<file path="src/hdl/erx_pkg.sv">
package erx_pkg;

   // Mesh transaction widths
   localparam int ADDR_W   = 32;
   localparam int DATA_W   = 32;
   localparam int PACKET_W = 104;                   // 8 + ADDR_W + DATA_W + ADDR_W

   // Chip identity in upper address bits
   localparam int              ID_W    = 12;
   localparam logic [ID_W-1:0] CHIP_ID = 12'h800;  // Local chip, never remapped

   localparam logic [7:0] FRAME_ON = 8'hff;         // Frame byte of a valid beat

   localparam logic [1:0] REMAP_STATIC = 2'd1;      // Select/pattern remap

   // Receive queues
   localparam int                 FIFO_AW        = 5;
   localparam logic [FIFO_AW:0]   FIFO_DEPTH     = {1'b1, {FIFO_AW{1'b0}}};
   localparam logic [FIFO_AW:0]   FIFO_PROG_FULL = (FIFO_AW+1)'(24);  // Wait threshold

   // One mesh transaction, write bit at the top
   typedef struct packed {
      logic              write;       // 1 write, 0 read
      logic [1:0]        datamode;    // Transfer size
      logic [4:0]        ctrlmode;
      logic [ADDR_W-1:0] dstaddr;
      logic [DATA_W-1:0] data;
      logic [ADDR_W-1:0] srcaddr;     // Return address for reads
   } packet_t;

   // Static receive configuration
   typedef struct packed {
      logic            rx_enable;     // Low drops incoming transactions
      logic [1:0]      remap_mode;    // 0 none, 1 static, others none
      logic [ID_W-1:0] remap_sel;     // Upper address bits to replace
      logic [ID_W-1:0] remap_pattern; // Replacement values
   } cfg_t;

   // Output queue selection
   typedef enum logic [1:0] {
      CH_WR,                          // Write to remote space
      CH_RD,                          // Read request
      CH_RR                           // Write into local chip, read response
   } chan_t;

endpackage

</file>
<file path="src/hdl/erx_deframer.sv">
`timescale 1ns/10ps

module erx_deframer (
   input  logic             rx_lclk_div4,
   input  logic             rst_n,
   input  logic             rx_enable,        // Discard pairs while low
   input  logic [7:0]       rx_frame_par,     // Frame byte per beat
   input  logic [63:0]      rx_data_par,      // Deserialized beat data
   output logic             valid,            // One cycle per rebuilt packet
   output erx_pkg::packet_t packet
);

   logic                       frame_on;      // Current beat is framed
   logic                       beat_odd;      // Next framed beat is beat 1
   logic                       pair_done;     // Beat 1 arriving now
   logic [7:0]                 cmd_q;         // Command byte from beat 0
   logic [erx_pkg::ADDR_W-1:0] dstaddr_q;     // Destination from beat 0

   assign frame_on  = (rx_frame_par == erx_pkg::FRAME_ON);
   assign pair_done = frame_on & beat_odd;

   // Beat position, alternates on framed beats
   always_ff @(posedge rx_lclk_div4 or negedge rst_n) begin
      if (!rst_n) begin
         beat_odd <= 1'b0;
      end else if (frame_on) begin
         beat_odd <= ~beat_odd;              // Back to back transactions
      end else begin
         beat_odd <= 1'b0;                   // Frame drop realigns to beat 0
      end
   end

   // Hold beat 0 until its partner shows up
   always_ff @(posedge rx_lclk_div4) begin
      if (frame_on && !beat_odd) begin
         cmd_q     <= rx_data_par[63:56];    // write, datamode, ctrlmode
         dstaddr_q <= rx_data_par[31:0];
      end
   end

   // Strobe only for enabled pairs
   always_ff @(posedge rx_lclk_div4 or negedge rst_n) begin
      if (!rst_n) begin
         valid <= 1'b0;
      end else begin
         valid <= pair_done & rx_enable;
      end
   end

   // Packet assembly on beat 1
   always_ff @(posedge rx_lclk_div4) begin
      if (pair_done) begin
         packet.write    <= cmd_q[7];
         packet.datamode <= cmd_q[6:5];
         packet.ctrlmode <= cmd_q[4:0];
         packet.dstaddr  <= dstaddr_q;
         packet.data     <= rx_data_par[63:32];
         packet.srcaddr  <= rx_data_par[31:0];
      end
   end

endmodule

</file>
<file path="config.mk">
export PLATFORM = sky130hd
export DESIGN_NAME = erx_deframer
export DESIGN_NICKNAME = d
export VERILOG_FILES = /design/src/hdl/erx_pkg.sv /design/src/hdl/erx_deframer.sv
export SDC_FILE = /design/constraint.sdc
export NUM_CORES = 1
export LEC_CHECK = 0
export BUFFER_PORTS_ARGS = -buffer_cell sky130_fd_sc_hd__buf_2
export CAP_MARGIN = 0
export CORE_MARGIN = 5
export CORE_UTILIZATION = 42
export DETAILED_ROUTE_END_ITERATION = 10
export MAX_ROUTING_LAYER = met4
export PLACE_DENSITY = 0.79
export SYNTH_ARGS = -nofsm -noshare
export SYNTH_HDL_FRONTEND = slang
export SYNTH_SLANG_ARGS = --single-unit
</file>
<file path="constraint.sdc">
create_clock -name rx_lclk_div4 -period 8.2 [get_ports rx_lclk_div4]
set_clock_uncertainty 0.2 [all_clocks]
set_input_delay 1.64 -clock rx_lclk_div4 [delete_from_list [all_inputs] [get_ports rx_lclk_div4]]
set_output_delay 1.64 -clock rx_lclk_div4 [all_outputs]
set_load 0.02 [all_outputs]
</file>
==> impl_metrics.csv <==
group,metric,value,unit
pwr,power_density,255,mW/mm2
min_path,min_from,"dstaddr_q[31]$_DFFE_PP_",
timing,setup-tns-final,0,ns
yosys,synth_area_per_cell,28.8,um2
grt,antenna_found_initial,0,
finish,antenna_cells,0,
critical_path,critPathKind,"register to output port",
yosys,synth_top_area_share,0.981,
yosys,synth.top_cells.by_count,"edfxtp_1 (144), nor3_1 (3), dfrtp_1 (2), nand4_1 (2)",
grt,grt_max_degree,55,
die,fp-row-count,37,
clock_tree,clock_sinks,146,
critical_path,slowest_delay,0.39,ns
yosys,yosys_register_bits,146,
timing,post-route-min-period,2.90,ns
critical_path,crit_required,6.36,ns
finish,multi_input_area,47.5,um2
finish,nFillCells,788,
yosys,syn-num-nets,228,
critical_path,critPathBufInv,1,
timing,rsz0062_at_grt,"no",
status,status,"complete, no violations",
min_path,holdPathEnd,"packet[95]$_DFFE_PP_",
finish,finalNonFillerCells,504,
yosys,synth_area,0.00441,mm2
critical_path,cp_cell_sequence,"buf_2",
critical_path,critical_path.top_delay_family,"flip-flops",
timing,worstMarginPinSlew,0.676,ns
clock_tree,clockRootBuffer,"clkbuf_8",
placement,dp.cells,472,
placement,io_buffers,179,
grt,gr-total-overflow,0,
drt,dr.pass1.iters,4,
finish,area_growth,37.9,%
drt,routed_wl,8.11,mm
min_path,hold_path.class,"register to register",
placement,place_congestion,0.838,
timing,slew_headroom,0.549,
die,ioPinCount,180,
yosys,synth.distinct_cells,6,
drt,drc_errors,0,
critical_path,end_kind,"output port",
run,cap_violations,0,
critical_path,rr_worst_depth,3,
finish,nets,430,
grt,grt_pass1_vias,2405,
die,dieArea,0.0126,mm2
die,die_h,112,um
timing,finalHoldViolCount,0,
drt,antenna_left,0,
critical_path,startpoint_type,"register",
min_path,hold_depth,0,
timing,final_max_slew_viol_count,0,
timing,finalCritPeriodShare,0.354,
yosys,ys_top_cells_by_area,"edfxtp_1 (98%), dfrtp_1 (1.1%), nor3_1 (0.34%), nand4_1 (0.28%), inv_1 (0.085%)",
clock_tree,ctsHoldBuffers,0,
clock_tree,cts_htree_levels,4,
critical_path,arrival,1.06,ns
clock_tree,post_cts_buffers,0,
critical_path,reg2reg_from,"beat_odd$_DFF_PN0_",
yosys,synth.most_common_cell,"edfxtp_1",
finish,drive_gt1_frac,0.579,
die,start_util,0.429,
yosys,syn-instance-count,153,
die,fp.dieW,112,um
clock_tree,clk_pin_slew_worst_paths,0.06,ns
yosys,yosysTopAreaCell,"edfxtp_1",
finish,regArea,0.00437,mm2
die,coreArea,0.0103,mm2
drt,vias_per_cell,4.35,
yosys,synth_edf_count,144,
clock_tree,clk-insertion-delay-late,0.49,ns
clock_tree,cts_tree,"yes",
timing,setup_viol_count_final,0,
clock_tree,cts_resized,0,
drt,first_iter_violations,73,
pwr,vdd_drop_max,0.136,mV
yosys,synth_seq_area_share,0.992,
drt,vias,2190,
critical_path,slowest_stage,"edfxtp_1",
clock_tree,numCtsBuffers,17,
grt,groute.usage.overall,0.137,
yosys,yosys_warnings,0,
timing,max_freq,344,MHz
critical_path,r2r-end,"packet[36]$_DFFE_PP_",
yosys,ys.flop_type,"edfxtp_1",
grt,grt_pass1_wl,12.7,mm
drt,drt-wirelength-per-cell,16.1,um
pwr,power_leakage,2.32,nW
yosys,async_flop_share,0.0137,
clock_tree,clock_path_buffers,2,
critical_path,r2r_slack,6.36,ns
critical_path,critical_path_peak_fanout,1,
-- cells in the final DEF (no fill, tap or decap), drive strengths merged --
master    instances
edfxtp          144
nor3              3
inv               3
buf             183
clkinvlp          5
dfrtp             2
nand4             2
bufinv            2
nand2             1
clkbuf           20
clkinv            3
-- flip-flops by register name, summed over array words and instances (netlist names) --
signal	flops
valid	1
cmd_q	8
beat_odd	1
packet	104
dstaddr_q	32
-- cell type report --
class                      count  share of cell area
clock inverter                12              0.0218
clock buffer                  20              0.0700
multi-input combinational      6             0.00782
sequential                   146               0.719
timing repair buffer         183               0.152
inverter                       1            0.000617
tap                          136              0.0280
-- metal layers --
layer,up-vias,track usage,share of wire
li1,1033,-,-
met2,122,0.211,0.49
met5,-,-,0
met4,0,0.0457,0.0091
met1,1030,0.162,0.42
met3,5,0.0588,0.088
-- kinds of logic (layout without fill, tap and decap cells) --
| kind of cell | count (synthesis) | after routing | synth area share |
|---|---|---|---|
| flip-flops | 146 | 146 | 0.992 |
| AND/OR/NAND/NOR | 6 | 6 | 0.00709 |
| buffers and inverters | 1 | 216 | 0.000850 |
-- report_power, final --
group          leakage (nW)  switching (mW)  internal [mW]
Sequential             1.32        0.000180          0.817
Clock                 0.256           0.276          0.433
Combinational         0.745         0.00890         0.0125
Total                  2.32           0.285           1.26
-- how the worst max path moves through the flow --
stage,startpoint,endpoint,slack [ns],depth (start not counted)
2_1_floorplan,rx_frame_par[3],packet[0]$_DFFE_PP_,1.65,2
3_3_place_gp,rx_frame_par[3],packet[13]$_DFFE_PP_,4.89,4
3_5_place_dp,rx_frame_par[1],packet[38]$_DFFE_PP_,4.84,4
4_1_cts,packet[25]$_DFFE_PP_,packet[25],5.26,1
5_1_grt,packet[32]$_DFFE_PP_,packet[32],5.24,1
6_report,packet[101]$_DFFE_PP_,packet[101],5.30,1
-- stage by stage --
stage               power, mW  instance area, um2  hold slack [ns]  setup WS [ns]  utilization
CTS                      1.57                6080            0.219           5.26        0.592
finish                   1.55                6080            0.216           5.30        0.592
detailed placement      0.855                5520            0.205           4.84        0.537
global placement        0.854                5520            0.200           4.89        0.537
floorplan               0.834                4410            0.200           1.65            -
global route             1.61                6080            0.223           5.24        0.592
Power figures use the tool's default switching activity.
