**src/hdl/erx_pkg.sv**
```systemverilog
package erx_pkg;

   // Mesh transaction widths
   localparam int ADDR_W   = 32;
   localparam int DATA_W   = 32;
   localparam int PACKET_W = 104;                   // 8 + ADDR_W + DATA_W + ADDR_W

   // Chip identity in upper address bits
   localparam int              ID_W    = 12;
   localparam logic [ID_W-1:0] CHIP_ID = 12'h800;  // Local chip, never remapped

   localparam logic [7:0] FRAME_ON = 8'hff;         // Frame byte of a valid beat

   localparam logic [1:0] REMAP_STATIC = 2'd1;      // Select/pattern remap

   // Receive queues
   localparam int                 FIFO_AW        = 5;
   localparam logic [FIFO_AW:0]   FIFO_DEPTH     = {1'b1, {FIFO_AW{1'b0}}};
   localparam logic [FIFO_AW:0]   FIFO_PROG_FULL = (FIFO_AW+1)'(24);  // Wait threshold

   // One mesh transaction, write bit at the top
   typedef struct packed {
      logic              write;       // 1 write, 0 read
      logic [1:0]        datamode;    // Transfer size
      logic [4:0]        ctrlmode;
      logic [ADDR_W-1:0] dstaddr;
      logic [DATA_W-1:0] data;
      logic [ADDR_W-1:0] srcaddr;     // Return address for reads
   } packet_t;

   // Static receive configuration
   typedef struct packed {
      logic            rx_enable;     // Low drops incoming transactions
      logic [1:0]      remap_mode;    // 0 none, 1 static, others none
      logic [ID_W-1:0] remap_sel;     // Upper address bits to replace
      logic [ID_W-1:0] remap_pattern; // Replacement values
   } cfg_t;

   // Output queue selection
   typedef enum logic [1:0] {
      CH_WR,                          // Write to remote space
      CH_RD,                          // Read request
      CH_RR                           // Write into local chip, read response
   } chan_t;

endpackage

```
**src/hdl/erx_fifo.sv**
```systemverilog
`timescale 1ns/10ps

module erx_fifo (
   input  logic             rx_lclk_div4,
   input  logic             rst_n,
   input  logic             push,             // Write strobe from distributor
   input  erx_pkg::packet_t din,
   output logic             prog_full,        // At or above wait threshold
   input  logic             consumer_wait,    // Holds the head packet
   output logic             access,           // dout valid this cycle
   output erx_pkg::packet_t dout
);

   localparam int AW = erx_pkg::FIFO_AW;

   logic [erx_pkg::PACKET_W-1:0] mem [0:(1<<AW)-1];  // Packet storage
   logic [AW-1:0]                wr_ptr;
   logic [AW-1:0]                rd_ptr;
   logic [AW:0]                  count;      // Occupancy, 0 to depth
   logic                         full;
   logic                         empty;
   logic                         wr_en;      // Accepted push
   logic                         rd_en;      // Pop into output register

   assign full      = (count == erx_pkg::FIFO_DEPTH);
   assign empty     = (count == '0);
   assign wr_en     = push & ~full;           // Push into full queue is lost
   assign rd_en     = ~empty & ~consumer_wait;
   assign prog_full = (count >= erx_pkg::FIFO_PROG_FULL);

   // Pointers and occupancy
   always_ff @(posedge rx_lclk_div4 or negedge rst_n) begin
      if (!rst_n) begin
         wr_ptr <= '0;
         rd_ptr <= '0;
         count  <= '0;
         access <= 1'b0;
      end else begin
         access <= rd_en;                     // Output register now loaded
         if (wr_en) begin
            wr_ptr <= wr_ptr + 1'b1;          // Wraps at depth
         end
         if (rd_en) begin
            rd_ptr <= rd_ptr + 1'b1;
         end
         case ({wr_en, rd_en})
            2'b10:   count <= count + 1'b1;
            2'b01:   count <= count - 1'b1;
            default: count <= count;          // Both or neither
         endcase
      end
   end

   // Storage and registered head
   always_ff @(posedge rx_lclk_div4) begin
      if (wr_en) begin
         mem[wr_ptr] <= din;
      end
      if (rd_en) begin
         dout <= erx_pkg::packet_t'(mem[rd_ptr]);
      end
   end

endmodule

```
**config.mk**
```make
export PLATFORM = sky130hd
export DESIGN_NAME = erx_fifo
export DESIGN_NICKNAME = d
export VERILOG_FILES = /design/src/hdl/erx_pkg.sv /design/src/hdl/erx_fifo.sv
export SDC_FILE = /design/constraint.sdc
export NUM_CORES = 2
export LEC_CHECK = 0
export BUFFER_PORTS_ARGS = -buffer_cell sky130_fd_sc_hd__buf_4
export CORE_ASPECT_RATIO = 1.4
export CORE_MARGIN = 2
export CORE_UTILIZATION = 55
export DETAILED_ROUTE_END_ITERATION = 16
export PLACE_DENSITY = 0.71
export SLEW_MARGIN = 0
export SYNTH_ARGS = -nofsm -noshare
export SYNTH_HDL_FRONTEND = slang
export SYNTH_SLANG_ARGS = --single-unit
```
**constraint.sdc**
```tcl
create_clock -name rx_lclk_div4 -period 16.29 [get_ports rx_lclk_div4]
set_input_delay 1.629 -clock rx_lclk_div4 [delete_from_list [all_inputs] [get_ports rx_lclk_div4]]
set_output_delay 1.629 -clock rx_lclk_div4 [all_outputs]
set_load 0.01 [all_outputs]
```
==> flow_metrics.tcl <==
set metrics [dict create \
    post_dr_wirelength_cell_um 33.4 \
    holdPathEnd "count[1]" \
    worst_hold_path_type "reg -> reg" \
    clk_pin_slew_worst_paths_ns 0.06 \
    tritoncts "built" \
    path_common_cell "buf_4" \
    cts_root_buffer "clkbuf_16" \
    design.portCount 214 \
    max_transition_margin_pct 17.2 \
    asyncSetResetFlopFracSynth_pct 0.493 \
    yosysUniqueCellTypes 54 \
    worstSetupStartpointType "flip-flop" \
    layout_cells_sized_above_1_pct 23.4 \
    cts_buffers 316 \
    peakVddDrop_mv 0.161 \
    routed_wl_um 321000 \
    dieHeight_um 580 \
    critical_path_required_ns 16.88 \
    numPlacedInstances 9032 \
    area.growth.synth_to_final_pct 11.4 \
    synth.yosys.seq_area_share_pct 79.4 \
    cts_max_path_buffers 4 \
    cp_num_buf_inv 4 \
    synthesis.nets 6033 \
    drt_drc_violations_left 0 \
    yosys-top-cells-area "edfxtp_1, mux4_2, mux2i_1" \
    grt_util_all_layers_pct 26.6 \
    place_hpwl_um 174000 \
    finish.net_count 6381 \
    synthesis.area_per_instance_um2 22.0 \
    cp-end-kind "flip-flop" \
    period_needed_ns 5.93 \
    status "finished clean" \
    drt-initial-drc-count 7295 \
    detailroute.via_count 63100 \
    layout_common_cells "edfxtp_1, mux4_2, mux2i_1" \
    cts-resized-gates 0 \
    synth_flop_cell "edfxtp_1" \
    htree_levels 5 \
    min_from "count[1]" \
    cts.sinks 3449 \
    detail-route-antenna-nets 0 \
    place.port_buffers 213 \
    rrSetupSlack_ns 10.36 \
    clock.fmax_mhz 169 \
    floorplan.initialDensity_pct 55.3 \
    tns_ns 0 \
    leakage_nw 46.7 \
    yosys.area.top_type_share_pct 79.0 \
    cpMaxStageDelayCell "buf_4" \
    gpl.final_weighted_congestion 0.797 \
    placement_rows 211 \
    post-cts-setup-buffer-count 0 \
    grt_pass1_vias 64200 \
    rsz0062_at_grt "no" \
    viasPerCell 6.57 \
    post_cts_hold_buffer_count 0 \
    worst_clock_skew_ns 0.0451 \
    final-hold-violation-count 0 \
    cells_along_the_critical_path "buf_4 > buf_4 > buf_4 > buf_4 > mux4_2 > a22oi_1 > and3_1 > nor3_1" \
    finish.utilization_pct 61.6 \
    largest_net_degree_at_the_start_of_global_routing 123 \
    drtPass1Iterations 6 \
    clk_latency_ns 0.88 \
    netlist_instances 5914 \
    timing.setup.critical_path_class "reg -> reg" \
    slew_viol_final 0 \
    ys_seq_elements 3449 \
    worst_r2r_path_depth 8 \
    synth_edf_count 3432 \
    die-area_um2 241000 \
    critical_path_peak_fanout 72 \
    placeableCoreArea_um2 236000 \
    power_density_nw_per_um2 169 \
    most_common_cell_after_layout_fill_and_taps_aside "edfxtp_1" \
    min_delay_path_depth 2 \
    grt_antenna_before_repair 18 \
    synth.largest_area_cell "edfxtp_1" \
    reg2reg_from "rd_ptr[1]" \
    critPathMaxStageDelay_ns 1.01 \
    final-setup-viol-count 0 \
    dieWidth_um 415 \
    grt_overflow 0 \
    critical_path_arrival_ns 6.53 \
    instances_no_fill 9602 \
    yosysWarningCount 0 \
    post_synthesis_instance_area_um2 130000 \
    regToRegEndpoint "dout[66]" \
    final.period_utilization_pct 36.4 \
    tightestPinTransition_ns 1.24 \
    cell_family_with_most_cp_delay "buffers and inverters" \
    drv_cap 0 \
    wire_length_of_the_first_global_routing_pass_um 461000 \
]
==> Yosys cell counts (3+ instances only) <==
| cell type | n |
|---|---|
| mux2i_1 | 458 |
| o21ai_0 | 7 |
| and3_1 | 47 |
| o22a_1 | 57 |
| buf_4 | 68 |
| nor3_1 | 46 |
| clkbuf_4 | 4 |
| nor2_1 | 92 |
| mux2_2 | 96 |
| ha_1 | 10 |
| inv_1 | 11 |
| nand4_1 | 4 |
| nor4_2 | 24 |
| nand3b_1 | 6 |
| edfxtp_1 | 3432 |
| nor4_1 | 35 |
| or3b_2 | 3 |
| a221oi_1 | 47 |
| o22ai_1 | 149 |
| nor2b_1 | 3 |
| mux4_2 | 557 |
| dfrtp_1 | 17 |
| clkbuf_1 | 45 |
| xnor2_1 | 9 |
| buf_6 | 53 |
| a22oi_1 | 275 |
| buf_2 | 133 |
| buf_1 | 18 |
| nand2_1 | 176 |
==> kinds of logic (layout without fill, tap and decap cells) <==
family | after synthesis | count (layout) | share of synthesized area, %
xor gates and xnor gates | 11 | 11 | 0.0739
and+or+nand+nor | 454 | 454 | 1.79
AOI/OAI and AO/OA | 545 | 545 | 3.09
DFF | 3449 | 3449 | 79.4
adders and majority gates | 11 | 11 | 0.111
buffers and inverters | 333 | 924 | 1.60
other | 0 | 9 | 0
muxes | 1111 | 1111 | 14.0
==> state kept, by name (all words and copies together) (netlist names) <==
register	cells
rd_ptr	5
access	1
wr_ptr	5
dout	104
mem	3328
count	6
==> metal layers <==
layer / track usage [%] / wire, um
met2: 45.6 / 166000
met4: 9.76 / 12200
met5: 0 / 143
met1: 34.6 / 117000
met3: 4.09 / 25400
==> area by class of cell <==
type	instances	area (um2)
clock inverters	175	1620
well taps	3088	3860
fillers	15700	90500
clock buffers	386	8320
flip-flops and latches	3449	104000
multi-input cells	2132	25200
repair buffers	352	2730
inverters	11	41.3
diodes	9	22.5
==> metrics by stage <==
step	hold WS, ns	power (mW)	setup slack [ns]	instance area, um2
finish	0.512	24.5	10.36	145000
global route	0.558	25.3	10.09	145000
CTS	0.521	24.6	10.37	145000
detailed placement	0.507	17.5	10.39	135000
global placement	0.499	17.4	10.48	135000
floorplan	0.478	15.4	6.71	130000
==> power by group <==
group / switching [mW] / total [mW] / internal (mW)
clock: 3.16 / 7.22 / 4.06
sequential: 0.375 / 11.0 / 10.6
combinational: 3.70 / 6.31 / 2.60
total: 7.24 / 24.5 / 17.3
==> worst max-delay path by stage <==
stage / from / endpoint / slack (ns) / cells past startpoint
2_1_floorplan: consumer_wait / count[5] / 6.71 / 7
3_3_place_gp: rd_ptr[1] / dout[3] / 10.48 / 8
3_5_place_dp: rd_ptr[1] / dout[66] / 10.39 / 8
4_1_cts: rd_ptr[1] / dout[66] / 10.37 / 8
5_1_grt: rd_ptr[1] / dout[66] / 10.09 / 8
6_report: rd_ptr[1] / dout[66] / 10.36 / 8
==> worst register-to-register path: stages, from the launching register on <==
cell	delay [ns]
dfrtp_4	0.86
buf_4	0.81
buf_4	0.93
buf_4	1.08
buf_4	1.00
mux4_2	0.49
a22oi_1	0.21
and3_1	0.23
nor3_1	0.06
Power figures use the tool's default switching activity.
