[src/hdl/erx_pkg.sv]
package erx_pkg;

   // Mesh transaction widths
   localparam int ADDR_W   = 32;
   localparam int DATA_W   = 32;
   localparam int PACKET_W = 104;                   // 8 + ADDR_W + DATA_W + ADDR_W

   // Chip identity in upper address bits
   localparam int              ID_W    = 12;
   localparam logic [ID_W-1:0] CHIP_ID = 12'h800;  // Local chip, never remapped

   localparam logic [7:0] FRAME_ON = 8'hff;         // Frame byte of a valid beat

   localparam logic [1:0] REMAP_STATIC = 2'd1;      // Select/pattern remap

   // Receive queues
   localparam int                 FIFO_AW        = 5;
   localparam logic [FIFO_AW:0]   FIFO_DEPTH     = {1'b1, {FIFO_AW{1'b0}}};
   localparam logic [FIFO_AW:0]   FIFO_PROG_FULL = (FIFO_AW+1)'(24);  // Wait threshold

   // One mesh transaction, write bit at the top
   typedef struct packed {
      logic              write;       // 1 write, 0 read
      logic [1:0]        datamode;    // Transfer size
      logic [4:0]        ctrlmode;
      logic [ADDR_W-1:0] dstaddr;
      logic [DATA_W-1:0] data;
      logic [ADDR_W-1:0] srcaddr;     // Return address for reads
   } packet_t;

   // Static receive configuration
   typedef struct packed {
      logic            rx_enable;     // Low drops incoming transactions
      logic [1:0]      remap_mode;    // 0 none, 1 static, others none
      logic [ID_W-1:0] remap_sel;     // Upper address bits to replace
      logic [ID_W-1:0] remap_pattern; // Replacement values
   } cfg_t;

   // Output queue selection
   typedef enum logic [1:0] {
      CH_WR,                          // Write to remote space
      CH_RD,                          // Read request
      CH_RR                           // Write into local chip, read response
   } chan_t;

endpackage

[src/hdl/erx_remap.sv]
`timescale 1ns/10ps

module erx_remap (
   input  logic                       rx_lclk_div4,
   input  logic                       rst_n,
   input  logic [1:0]                 cfg_remap_mode,  // Only static mode acts
   input  logic [erx_pkg::ID_W-1:0]   remap_sel,       // Bits to overwrite
   input  logic [erx_pkg::ID_W-1:0]   remap_pattern,   // Values for selected bits
   input  logic                       in_valid,
   input  erx_pkg::packet_t           in_packet,
   output logic                       out_valid,
   output erx_pkg::packet_t           out_packet
);

   localparam int UP_LSB = erx_pkg::ADDR_W - erx_pkg::ID_W;  // Lowest id bit

   logic [erx_pkg::ID_W-1:0] upper_in;      // Incoming id field
   logic [erx_pkg::ID_W-1:0] upper_static;  // Select/pattern merge
   logic                     bypass;        // Already addressed to this chip
   logic                     static_on;
   erx_pkg::packet_t         remapped;

   assign upper_in     = in_packet.dstaddr[erx_pkg::ADDR_W-1:UP_LSB];
   assign bypass       = (upper_in == erx_pkg::CHIP_ID);
   assign static_on    = (cfg_remap_mode == erx_pkg::REMAP_STATIC) & ~bypass;
   assign upper_static = (remap_sel & remap_pattern) | (~remap_sel & upper_in);

   // Only dstaddr upper bits can change
   always_comb begin
      remapped = in_packet;
      if (static_on) begin
         remapped.dstaddr[erx_pkg::ADDR_W-1:UP_LSB] = upper_static;
      end
   end

   always_ff @(posedge rx_lclk_div4 or negedge rst_n) begin
      if (!rst_n) begin
         out_valid <= 1'b0;
      end else begin
         out_valid <= in_valid;              // Fixed one cycle stage
      end
   end

   always_ff @(posedge rx_lclk_div4) begin
      if (in_valid) begin
         out_packet <= remapped;
      end
   end

endmodule

[config.mk]
export PLATFORM = sky130hd
export DESIGN_NAME = erx_remap
export DESIGN_NICKNAME = d
export VERILOG_FILES = /design/src/hdl/erx_pkg.sv /design/src/hdl/erx_remap.sv
export SDC_FILE = /design/constraint.sdc
export NUM_CORES = 1
export LEC_CHECK = 0
export BUFFER_PORTS_ARGS = -buffer_cell sky130_fd_sc_hd__buf_2
export CAP_MARGIN = 20
export CORE_MARGIN = 4
export CORE_UTILIZATION = 41
export CTS_CLUSTER_DIAMETER = 80
export DETAILED_ROUTE_END_ITERATION = 7
export HOLD_SLACK_MARGIN = 0.02
export PLACE_DENSITY = 0.8
export RECOVER_POWER = 100
export SLEW_MARGIN = 10
export SYNTH_ARGS = -nofsm -noshare
export SYNTH_HDL_FRONTEND = slang
export SYNTH_SLANG_ARGS = --single-unit
[constraint.sdc]
create_clock -name rx_lclk_div4 -period 0.8 [get_ports rx_lclk_div4]
set_clock_uncertainty 0.1 [all_clocks]
set_input_delay 0.04 -clock rx_lclk_div4 [delete_from_list [all_inputs] [get_ports rx_lclk_div4]]
set_output_delay 0.04 -clock rx_lclk_div4 [all_outputs]
set_load 0.02 [all_outputs]
==> qor_table.md <==
| Result | Reported | Unit |
| --- | --- | --- |
| Result of the run | finished with violations | - |
| Violated checks | negative hold slack, negative setup slack | - |
| Syn-to-layout area delta | 96.1 | % |
| Setup slack after layout | -0.328 | ns |
| CP Data Arrival Time | 0.99 | ns |
| Synth Net Count | 283 | - |
| Number of cells produced by synthesis | 150 | - |
| Number of slew-limit violations in the final report | 0 | - |
| DRC Markers | 0 | - |
| Number of vias per cell after detailed routing | 4.85 | - |
| DR WL met3 | 953 | um |
| Hold slack final | -0.0940 | ns |
| Cell type group with the largest total delay on the critical path | flip-flops | - |
| Filler cell count in the final layout | 412 | - |
| Warnings, synthesis | 0 | - |
| Fraction of layout instances using a drive strength above 1 | 0.527 | - |
| Global-route wire length before repair | 16.8 | mm |
| Main area contributors after synthesis | sky130_fd_sc_hd__edfxtp_1 (91%), sky130_fd_sc_hd__o2bb2ai_1 (2.8%), sky130_fd_sc_hd__nand3_1 (1.6%) | - |
| Final setup violating endpoints | 118 | - |
| Core region area | 8180 | um^2 |
| Number of distinct library cells after synthesis | 14 | - |
| Global Route Usage Sum | 0.230 | - |
| Clock net sink count | 105 | - |
| Die area | 9880 | um^2 |
| X dimension of the die | 99.4 | um |
| Number of buffers inserted to repair setup after CTS | 0 | - |
| Static power due to leakage | 2.80 | nW |
| GR Overflow Total | 0 | - |
| Worst slew margin relative to its limit | 0.746 | - |
| Antenna-violating nets left | 0 | - |
| Switching Fraction | 0.246 | - |
| Net switching power of the design | 3.15 | mW |
| Slowest cell on crit path | sky130_fd_sc_hd__edfxtp_1 | - |
| Total buffers and inverters traversed by the critical path | 1 | - |
| Routed metal-1 wirelength | 4.03 | mm |
| Highest signal layer in the routed design | met4 | - |
| Post-detailed-placement half-perimeter wirelength | 7.22 | mm |
| Post-route non-filler standard cell count | 619 | - |
| Proportion of power drawn by combinational gates | 0.194 | - |
| Cell-by-cell listing of the critical path | buf_6 | - |
| Power density of the placed cells | 1910 | nW/um^2 |
| Internal power component | 9.66 | mW |
| Maximum clock frequency | 886 | MHz |
| Portion of the clock cycle consumed by the worst path in the final layout | 1.41 | - |
| PortBufs | 237 | - |
| Clock tree from TritonCTS | done | - |
| Post-layout min period | 1.13 | ns |
| HP Class | in2reg | - |
| Initial Utilization | 0.419 | - |
| Number of buffers created by CTS | 9 | - |
| # placed instances | 503 | - |
| Top fanout value on the critical path | 1 | - |
| Area share of the largest cell type after synthesis | 0.912 | - |
| Clock H-tree levels | 3 | - |
| Routed met2 length | 7.17 | mm |
| Unrepaired setup endpoints after global routing | yes | - |
| Total chip power | 12.8 | mW |
| Initial DRC Count | 94 | - |
| Sequential cell area fraction in the yosys report | 0.919 | - |
| Post-synthesis cell area | 3420 | um^2 |
| Max-cap violation count | 0 | - |
| Kind of critical path | reg2out | - |
| Sequential power share | 0.528 | - |
| Delay of the slowest critical-path stage | 0.46 | ns |
| Routed wire per std cell | 20.3 | um |
| CTS Hold Buffers Added | 102 | - |
| Root buf cell | sky130_fd_sc_hd__clkbuf_8 | - |
| Number of placement rows | 33 | - |
| Maximum number of pins on one net before global-route repair | 41 | - |
| Net count, final | 640 | - |
| Buffer depth of the longest clock path | 2 | - |
| Die Height | 99.4 | um |
| IR Drop Worst-Case VDD | 1150 | uV |
| Post-CTS clock slew at the launch and capture registers of the worst setup and hold paths | 0.10 | ns |
| Clock share of power | 0.278 | - |
| Endpoint kind of the worst setup timing path | primary output | - |
| Hold Violations, Final | 12 | - |
| Flops & latches, synth | 105 | - |
| Required time worst endpoint | 0.66 | ns |
| Vias | 3002 | - |
| Critical Path Start Type | flip-flop | - |
| Routability-driven placement congestion ratio | 0.844 | - |
| Number of ports placed on the die boundary | 238 | - |
| Via count of the first global-routing pass | 3128 | - |
| Antenna violations before repair | 1 | - |
| Total length of routed wires | 12.6 | mm |
| Post-synthesis cell type with the largest combined area | sky130_fd_sc_hd__edfxtp_1 | - |
| Length of the first detailed-routing pass in iterations | 4 | - |
| Pin slew with the least headroom to its limit | 0.381 | ns |
| Syn avg cell area | 22.8 | um^2 |
==> logic make-up (layout without fill, tap and decap cells) <==
family | after synthesis | after routing | share of synthesized area
buffers and inverters | 4 | 365 | 0.00840
flip-flops | 105 | 105 | 0.919
AO/OA/AOI/OAI | 12 | 12 | 0.0311
AND/OR/NAND/NOR | 29 | 30 | 0.0413
other | 0 | 2 | 0
==> path summary, 6_finish.rpt <==
path	to	cells after the start	start	slack, ns
max in group asynchronous	out_valid	3	rst_n	0.07
setup / recovery	out_packet[30]	1	out_packet[30]	-0.33
min in group asynchronous	out_valid	3	rst_n	0.42
hold / removal	out_packet[87]	2	in_packet[87]	-0.09
==> area by class of cell <==
cell class	count	area (um^2)	area share
antenna	2	5.00	0.000745
clock buffer	10	128	0.0190
clock inverter	6	90.1	0.0134
multi-input combinational	42	397	0.0591
sequential	105	3150	0.469
tap	105	131	0.0196
timing repair buffer	349	2820	0.420
==> sequential cells by signal, summed over array words and instances (netlist names) <==
register    count
out_valid       1
out_packet    104
==> placed cells by master, fill, tap and decap left out, drive strengths merged <==
cell,netlist,routed
buf,4,233
edfxtp,104,104
dlygate4sd3,0,99
clkbuf,0,27
nand2,12,12
nand3,11,11
o2bb2ai,11,11
and3,2,3
diode,0,2
nor4,2,2
inv,0,2
bufinv,0,2
nor2b,1,1
nor4b,1,1
a221o,1,1
clkinv,0,1
clkinvlp,0,1
dfrtp,1,1
==> Yosys cell counts <==
| master | n |
|---|---|
| sky130_fd_sc_hd__a221o_1 | 1 |
| sky130_fd_sc_hd__and3_1 | 1 |
| sky130_fd_sc_hd__and3_2 | 1 |
| sky130_fd_sc_hd__buf_2 | 2 |
| sky130_fd_sc_hd__buf_4 | 1 |
| sky130_fd_sc_hd__buf_6 | 1 |
| sky130_fd_sc_hd__dfrtp_1 | 1 |
| sky130_fd_sc_hd__edfxtp_1 | 104 |
| sky130_fd_sc_hd__nand2_1 | 12 |
| sky130_fd_sc_hd__nand3_1 | 11 |
| sky130_fd_sc_hd__nor2b_1 | 1 |
| sky130_fd_sc_hd__nor4_1 | 2 |
| sky130_fd_sc_hd__nor4b_1 | 1 |
| sky130_fd_sc_hd__o2bb2ai_1 | 11 |
==> power groups by stage <==
stage | sequential, mW | combinational (mW) | clock, mW
after floorplan | 7.35 | 0.0797 | 0
after global placement | 6.74 | 1.58 | 0
after detailed placement | 6.77 | 1.62 | 0
after CTS | 6.68 | 2.21 | 3.61
after global routing | 6.80 | 2.59 | 3.87
final | 6.76 | 2.49 | 3.56
==> layer usage <==
layer  track usage  vias up
met1         0.228     1445
met5             0        -
met4         0.103        0
li1              -     1321
met2         0.445      205
met3        0.0589       31
==> metrics by stage <==
stage          worst slack, ns   util  TNS [ns]  instance area (um^2)
2_1_floorplan           -0.216      -     -2.51                  3430
3_3_place_gp            -0.489  0.594    -10.38                  4860
3_5_place_dp            -0.541  0.594    -10.82                  4860
4_1_cts                 -0.288  0.781    -27.11                  6390
5_1_grt                 -0.370  0.822    -30.86                  6720
6_report                -0.328  0.822    -26.37                  6720
==> timing repair <==
| action | CTS | global route |
|---|---|---|
| gates cloned | 1 | 0 |
| endpoints found under the hold margin | 106 | 21 |
| endpoints found under the setup margin | 117 | 118 |
| gates resized for setup | 82 | 115 |
| pin swaps | 1 | 7 |
No activity file was read; power rests on OpenSTA's default activity.
