**src/hdl/erx_pkg.sv**
```systemverilog
package erx_pkg;

   // Mesh transaction widths
   localparam int ADDR_W   = 32;
   localparam int DATA_W   = 32;
   localparam int PACKET_W = 104;                   // 8 + ADDR_W + DATA_W + ADDR_W

   // Chip identity in upper address bits
   localparam int              ID_W    = 12;
   localparam logic [ID_W-1:0] CHIP_ID = 12'h800;  // Local chip, never remapped

   localparam logic [7:0] FRAME_ON = 8'hff;         // Frame byte of a valid beat

   localparam logic [1:0] REMAP_STATIC = 2'd1;      // Select/pattern remap

   // Receive queues
   localparam int                 FIFO_AW        = 5;
   localparam logic [FIFO_AW:0]   FIFO_DEPTH     = {1'b1, {FIFO_AW{1'b0}}};
   localparam logic [FIFO_AW:0]   FIFO_PROG_FULL = (FIFO_AW+1)'(24);  // Wait threshold

   // One mesh transaction, write bit at the top
   typedef struct packed {
      logic              write;       // 1 write, 0 read
      logic [1:0]        datamode;    // Transfer size
      logic [4:0]        ctrlmode;
      logic [ADDR_W-1:0] dstaddr;
      logic [DATA_W-1:0] data;
      logic [ADDR_W-1:0] srcaddr;     // Return address for reads
   } packet_t;

   // Static receive configuration
   typedef struct packed {
      logic            rx_enable;     // Low drops incoming transactions
      logic [1:0]      remap_mode;    // 0 none, 1 static, others none
      logic [ID_W-1:0] remap_sel;     // Upper address bits to replace
      logic [ID_W-1:0] remap_pattern; // Replacement values
   } cfg_t;

   // Output queue selection
   typedef enum logic [1:0] {
      CH_WR,                          // Write to remote space
      CH_RD,                          // Read request
      CH_RR                           // Write into local chip, read response
   } chan_t;

endpackage

```
**src/hdl/erx_disty.sv**
```systemverilog
`timescale 1ns/10ps

module erx_disty (
   input  logic             rx_lclk_div4,
   input  logic             rst_n,
   input  logic             in_valid,
   input  erx_pkg::packet_t in_packet,
   input  logic             wr_fill,          // Write queue prog full
   input  logic             rd_fill,          // Read request queue prog full
   input  logic             rr_fill,          // Read response queue prog full
   output logic             wr_push,
   output logic             rd_push,
   output logic             rr_push,
   output erx_pkg::packet_t push_packet,      // Shared by all three queues
   output logic             rx_wr_wait,       // Back-pressure for writes
   output logic             rx_rd_wait        // Back-pressure for reads
);

   localparam int UP_LSB = erx_pkg::ADDR_W - erx_pkg::ID_W;

   erx_pkg::chan_t chan;                      // Target queue of in_packet
   logic           to_self;                   // Address inside this chip

   assign to_self = (in_packet.dstaddr[erx_pkg::ADDR_W-1:UP_LSB] == erx_pkg::CHIP_ID);

   // Routing decision on the remapped address
   always_comb begin
      if (!in_packet.write) begin
         chan = erx_pkg::CH_RD;              // All reads
      end else if (to_self) begin
         chan = erx_pkg::CH_RR;              // Writes back into local space
      end else begin
         chan = erx_pkg::CH_WR;
      end
   end

   // One strobe per packet, no stall
   always_ff @(posedge rx_lclk_div4 or negedge rst_n) begin
      if (!rst_n) begin
         wr_push <= 1'b0;
         rd_push <= 1'b0;
         rr_push <= 1'b0;
      end else begin
         wr_push <= in_valid & (chan == erx_pkg::CH_WR);
         rd_push <= in_valid & (chan == erx_pkg::CH_RD);
         rr_push <= in_valid & (chan == erx_pkg::CH_RR);
      end
   end

   always_ff @(posedge rx_lclk_div4) begin
      if (in_valid) begin
         push_packet <= in_packet;
      end
   end

   // Writes can land in wr or rr, so both hold off the write side
   assign rx_wr_wait = wr_fill | rr_fill;
   assign rx_rd_wait = rd_fill;

endmodule

```
**config.mk**
```make
export PLATFORM = sky130hd
export DESIGN_NAME = erx_disty
export DESIGN_NICKNAME = d
export VERILOG_FILES = /design/src/hdl/erx_pkg.sv /design/src/hdl/erx_disty.sv
export SDC_FILE = /design/constraint.sdc
export NUM_CORES = 1
export LEC_CHECK = 0
export ABC_AREA = 0
export BUFFER_PORTS_ARGS = -buffer_cell sky130_fd_sc_hd__buf_2
export CORE_UTILIZATION = 43
export CTS_BUF_LIST = sky130_fd_sc_hd__clkbuf_4
export DETAILED_ROUTE_END_ITERATION = 8
export GPL_TIMING_DRIVEN = 0
export HOLD_SLACK_MARGIN = 0.05
export PLACE_DENSITY = 0.82
export SKIP_LAST_GASP = 1
export SLEW_MARGIN = 20
export SYNTH_ARGS = -nofsm -noshare
export SYNTH_HDL_FRONTEND = slang
export SYNTH_SLANG_ARGS = --single-unit
```
**constraint.sdc**
```tcl
create_clock -name rx_lclk_div4 -period 0.82 [get_ports rx_lclk_div4]
set_input_delay 0.246 -clock rx_lclk_div4 [delete_from_list [all_inputs] [get_ports rx_lclk_div4]]
set_output_delay 0.246 -clock rx_lclk_div4 [all_outputs]
set_load 0.01 [all_outputs]
```
==> metrics.log, run 1 <==
INFO  metric outcome = stopped before the end
INFO  metric lastStage = clock tree synthesis (4_1_cts)
INFO  metric error_line = [ERROR RSZ-0060] Max buffer count reached.
INFO  metric placement_rows = 31
INFO  metric synth_seq_area_share = 98.0%
INFO  metric post_synth_instance_area = 0.00326 mm2
INFO  metric cts_hold_repair.buffers = 101
INFO  metric cts.htree.levels = 3
INFO  metric ios = 219
INFO  metric cts-resized-gates = 13
INFO  metric die_boundary_width = 89.1 um
INFO  metric synth_simple_gate_area_share = 1.46%
INFO  metric synth_nets = 226
INFO  metric synth.distinct_cells = 10
INFO  metric yosys.area_share.xor_xnor = 0%
INFO  metric synth_top_family_by_area = simple AND/OR/NAND/NOR gates
INFO  metric ys.warnings.count = 0
INFO  metric cts_root_buf = clkbuf_4
INFO  metric postSynthCellCount = 116
INFO  metric ys_seq_elements = 107
INFO  metric clkSinkCount = 107
INFO  metric die-height = 89.1 um
INFO  metric adder_cell_share_of_the_synthesized_area = 0%
INFO  metric dpl_cell_area = 0.00451 mm2
INFO  metric cts_inserted_buffers = 9
INFO  metric gp_congestion = 0.734
INFO  metric portBuffers = 217
INFO  metric start_util = 44.7%
INFO  metric post-cts-setup-buffers = 0
INFO  metric average_cell_area_after_synthesis = 28.1 um2
INFO  metric clock_tree.buffer_depth = 2
INFO  metric synth_compound_area_share = 0.307%
INFO  metric muxShareOfSynthArea = 0%
INFO  metric dpl.hpwl = 5.42 mm
## synthesized netlist by cell type, drive strengths merged
cell type / n / area, um2
edfxtp: 104 / 3120
or4: 2 / 15.0
nand2: 1 / 3.75
nor4: 1 / 6.26
dfrtp: 3 / 75.1
nor2b: 1 / 6.26
or4b: 1 / 10.0
or2: 1 / 6.26
buf: 1 / 7.51
o311a: 1 / 10.0
## through the flow
step | setup WS [ns] | hold slack (ns) | utilization [%] | std cells | setup TNS (ns)
3_5_place_dp | -0.793 | 0.0465 | 61.8 | 433 | -54.51
3_3_place_gp | -1.49 | 0.0420 | 61.4 | 432 | -148.60
2_1_floorplan | -0.408 | -0.0496 | - | 116 | -0.684
## cell families after synthesis
| kind of cell | count (synthesis) |
|---|---|
| AOI/OAI and AO/OA | 1 |
| buffers and inverters | 1 |
| DFF | 107 |
| and+or+nand+nor | 7 |
==> run 2: changes to the inputs <==
- CORE_UTILIZATION: 43 -> 40
- CTS_BUF_LIST: sky130_fd_sc_hd__clkbuf_4 -> not set
- HOLD_SLACK_MARGIN: 0.05 -> not set
- PLACE_DENSITY: 0.82 -> not set
- PLACE_DENSITY_LB_ADDON: not set -> 0.15
==> run 2 against run 1 <==
  * The flow now finishes, with violations (negative setup slack)
  * Area after synthesis unchanged
  * Synthesized cell count unchanged
==> metrics.log, run 2 <==
INFO  metric clock.fmax = 880 MHz
INFO  metric nets = 459
INFO  metric power.switching_fraction = 21.9%
INFO  metric peak_ir_drop_on_the_vdd_network = 1070 uV
INFO  metric synth.distinct_cells = 10
INFO  metric power.net_switching = 2.26 mW
INFO  metric grt_pass1_vias = 1945
INFO  metric synth_simple_gate_area_share = 1.46%
INFO  metric failed_checks = negative setup slack
INFO  metric numPlacedInstances = 436
INFO  metric vias_per_cell = 4.45
INFO  metric synth_nets = 226
INFO  metric power.share.combinational = 10.6%
INFO  metric critPathMaxStageDelay = 0.39 ns
INFO  metric post-route-util = 61.7%
INFO  metric average_cell_area_after_synthesis = 28.1 um2
INFO  metric timing.hold.worst.class = in -> reg
INFO  metric finalSetupViolations = 110
INFO  metric layout-drive-gt1-share = 67.8%
INFO  metric p_per_area = 2150 mW/mm2
INFO  metric core-area = 0.00781 mm2
INFO  metric post-route-worst-setup-slack = -0.316 ns
INFO  metric synth_enable_flop_cells = 104
INFO  metric synth_top_family_by_area = simple AND/OR/NAND/NOR gates
INFO  metric layout.filler_cells = 628
INFO  metric routed_wirelength = 6.79 mm
INFO  metric gp_congestion = 0.731
INFO  metric power_frac_seq = 63.2%
INFO  metric final_cells = 456
INFO  metric die_boundary_width = 92.3 um
INFO  metric synth_seq_area_share = 98.0%
INFO  metric crit_type = reg -> out
INFO  metric drt_pass1_iterations = 4
INFO  metric drt_first_iter_violations = 70
INFO  metric synth_async_sr_flop_share = 2.80%
INFO  metric yosys.area_share.xor_xnor = 0%
INFO  metric postSynthCellCount = 116
INFO  metric muxShareOfSynthArea = 0%
INFO  metric finalInstanceArea = 0.00482 mm2
INFO  metric critical-path-top-delay-family = flip-flops
INFO  metric max_reg_flops = 104
INFO  metric die_area = 0.00852 mm2
INFO  metric post_synth_instance_area = 0.00326 mm2
INFO  metric most_numerous_cell_types_in_the_synthesized_netlist = 104 x edfxtp_1, 3 x dfrtp_1, 2 x or4_1
INFO  metric cp_data_arrival_time = 0.89 ns
INFO  metric grt_antenna_before_repair = 0
INFO  metric final_common_cell = buf_2
INFO  metric cellLeakagePower = 2.10 nW
INFO  metric ys.warnings.count = 0
INFO  metric post-synth-top-area-cell = edfxtp_1
INFO  metric timing_worst_slew_pin_value = 0.194 ns
INFO  metric pre_cts_slack = -0.759 ns
INFO  metric groute.usage.overall = 15.1%
INFO  metric avgRoutedWirePerCell = 14.9 um
INFO  metric clk_transition_reported_paths = 0.09 ns
INFO  metric crit_chain = buf_2
INFO  metric grt_overflow = 0
INFO  metric cellInternalPower = 8.09 mW
INFO  metric start_util = 41.8%
INFO  metric area_growth_syn_to_layout = 47.6%
INFO  metric endpoint_type_of_the_worst_setup_path = output pin
INFO  metric critical_path_required = 0.57 ns
INFO  metric ys_seq_elements = 107
INFO  metric antenna_cells_inserted = 0
INFO  metric max_cap_violations = 0
INFO  metric via_count = 2029
INFO  metric grt_pass1_wl = 9.40 mm
INFO  metric portBuffers = 217
INFO  metric leading_cell_type_by_number_of_instances_after_synthesis = edfxtp_1
INFO  metric cts_inserted_buffers = 9
INFO  metric outcome = finished with violations
INFO  metric grt_max_degree = 62
INFO  metric clock_tree.buffer_depth = 2
INFO  metric synth_compound_area_share = 0.307%
INFO  metric route.antenna.remaining_nets = 0
INFO  metric drcViolationCount = 0
INFO  metric final_period_minus_worst_setup_slack = 1.14 ns
INFO  metric ys.flop_type = edfxtp_1
INFO  metric timing.critical_path.fanout_max = 1
INFO  metric placement_rows = 32
INFO  metric die-height = 92.3 um
INFO  metric clkSinkCount = 107
INFO  metric cp.buffers_inverters = 1
INFO  metric cts_root_buf = clkbuf_8
INFO  metric synth_top_cell_area_share = 95.7%
INFO  metric largest-register = push_packet
INFO  metric power.clock.fraction = 26.2%
INFO  metric ios = 219
INFO  metric report.final.slew_viol_count = 0
INFO  metric final_cell_mix = 211 x buf_2, 104 x edfxtp_1, 9 x clkbuf_8
INFO  metric synthTopCellsByArea = edfxtp_1 96%, dfrtp_1 2.3%, or4_1 0.46%, o311a_1 0.31%, or4b_1 0.31%
INFO  metric timing.slew.headroom = 87.0%
INFO  metric finalHoldViolCount = 0
INFO  metric dpl_cell_area = 0.00451 mm2
INFO  metric crit_path_top_delay_cell = edfxtp_1
INFO  metric tritoncts = done
INFO  metric adder_cell_share_of_the_synthesized_area = 0%
INFO  metric finalCritPeriodShare = 139%
INFO  metric rsz0062_at_grt = true
INFO  metric startpoint_type = flop
INFO  metric dpl.hpwl = 4.93 mm
INFO  metric cts.htree.levels = 3
-- run 2: cell counts after synthesis --
No cell type changed its count.
-- run 2: metrics by stage --
step                      hold WS, ns  setup TNS (ns)  total power [mW]
final                          0.0639          -30.74              10.4
after global routing           0.0435          -35.26              10.7
after CTS                      0.0391          -33.66              10.5
after detailed placement       0.0471          -40.73              7.72
after global placement         0.0462         -161.23              7.69
after floorplan               -0.0496          -0.684              6.96
-- run 2: area by class of cell --
class | instances | area [um2] | share of cell area, %
buffer | 1 | 7.51 | 0.156
sequential | 107 | 3200 | 66.4
clock buffer | 12 | 135 | 2.81
tap | 102 | 128 | 2.65
multi-input combinational | 8 | 86.3 | 1.79
timing repair buffer | 222 | 1230 | 25.6
clock inverter | 4 | 27.5 | 0.571
-- run 2: final timing paths --
check,depth (start not counted),slack (ns),to,start
max in group asynchronous,2,0.51,wr_push$_DFF_PN0_,rst_n
worst max-delay path,1,-0.32,push_packet[95],push_packet[95]$_DFFE_PP_
worst min-delay path,1,0.06,push_packet[69]$_DFFE_PP_,in_packet[69]
min in group asynchronous,2,0.20,rr_push$_DFF_PN0_,rst_n
-- run 2: timing repair --
action	CTS	global route
pin swaps	3	3
setup buffers	0	1
hold endpoints to repair	3	0
cloned	0	2
endpoints found under the setup margin	155	141
hold buffers	1	0
gates resized for setup	9	5
-- run 2: routing by layer --
metal | wire, um | global-route usage, % | up-vias
met5 | 0 | 0 | -
met1 | 2280 | 15.0 | 946
met4 | 247 | 9.64 | 0
met3 | 723 | 5.50 | 23
met2 | 3540 | 26.4 | 120
li1 | - | - | 940
-- run 2: logic make-up (layout without fill, tap and decap cells) --
kind of cell	count (synthesis)	after routing
DFF	107	107
AOI/OAI and AO/OA	1	1
and+or+nand+nor	7	7
buffers and inverters	1	239
-- run 2: power groups by stage --
stage	Sequential (mW)	Combinational (mW)	Clock, mW
6_report	6.54	1.10	2.72
5_1_grt	6.59	1.17	2.96
4_1_cts	6.55	1.07	2.83
3_5_place_dp	6.67	1.04	0
3_3_place_gp	6.67	1.02	0
2_1_floorplan	6.94	0.0189	0
(Power assumes the default switching activity.)
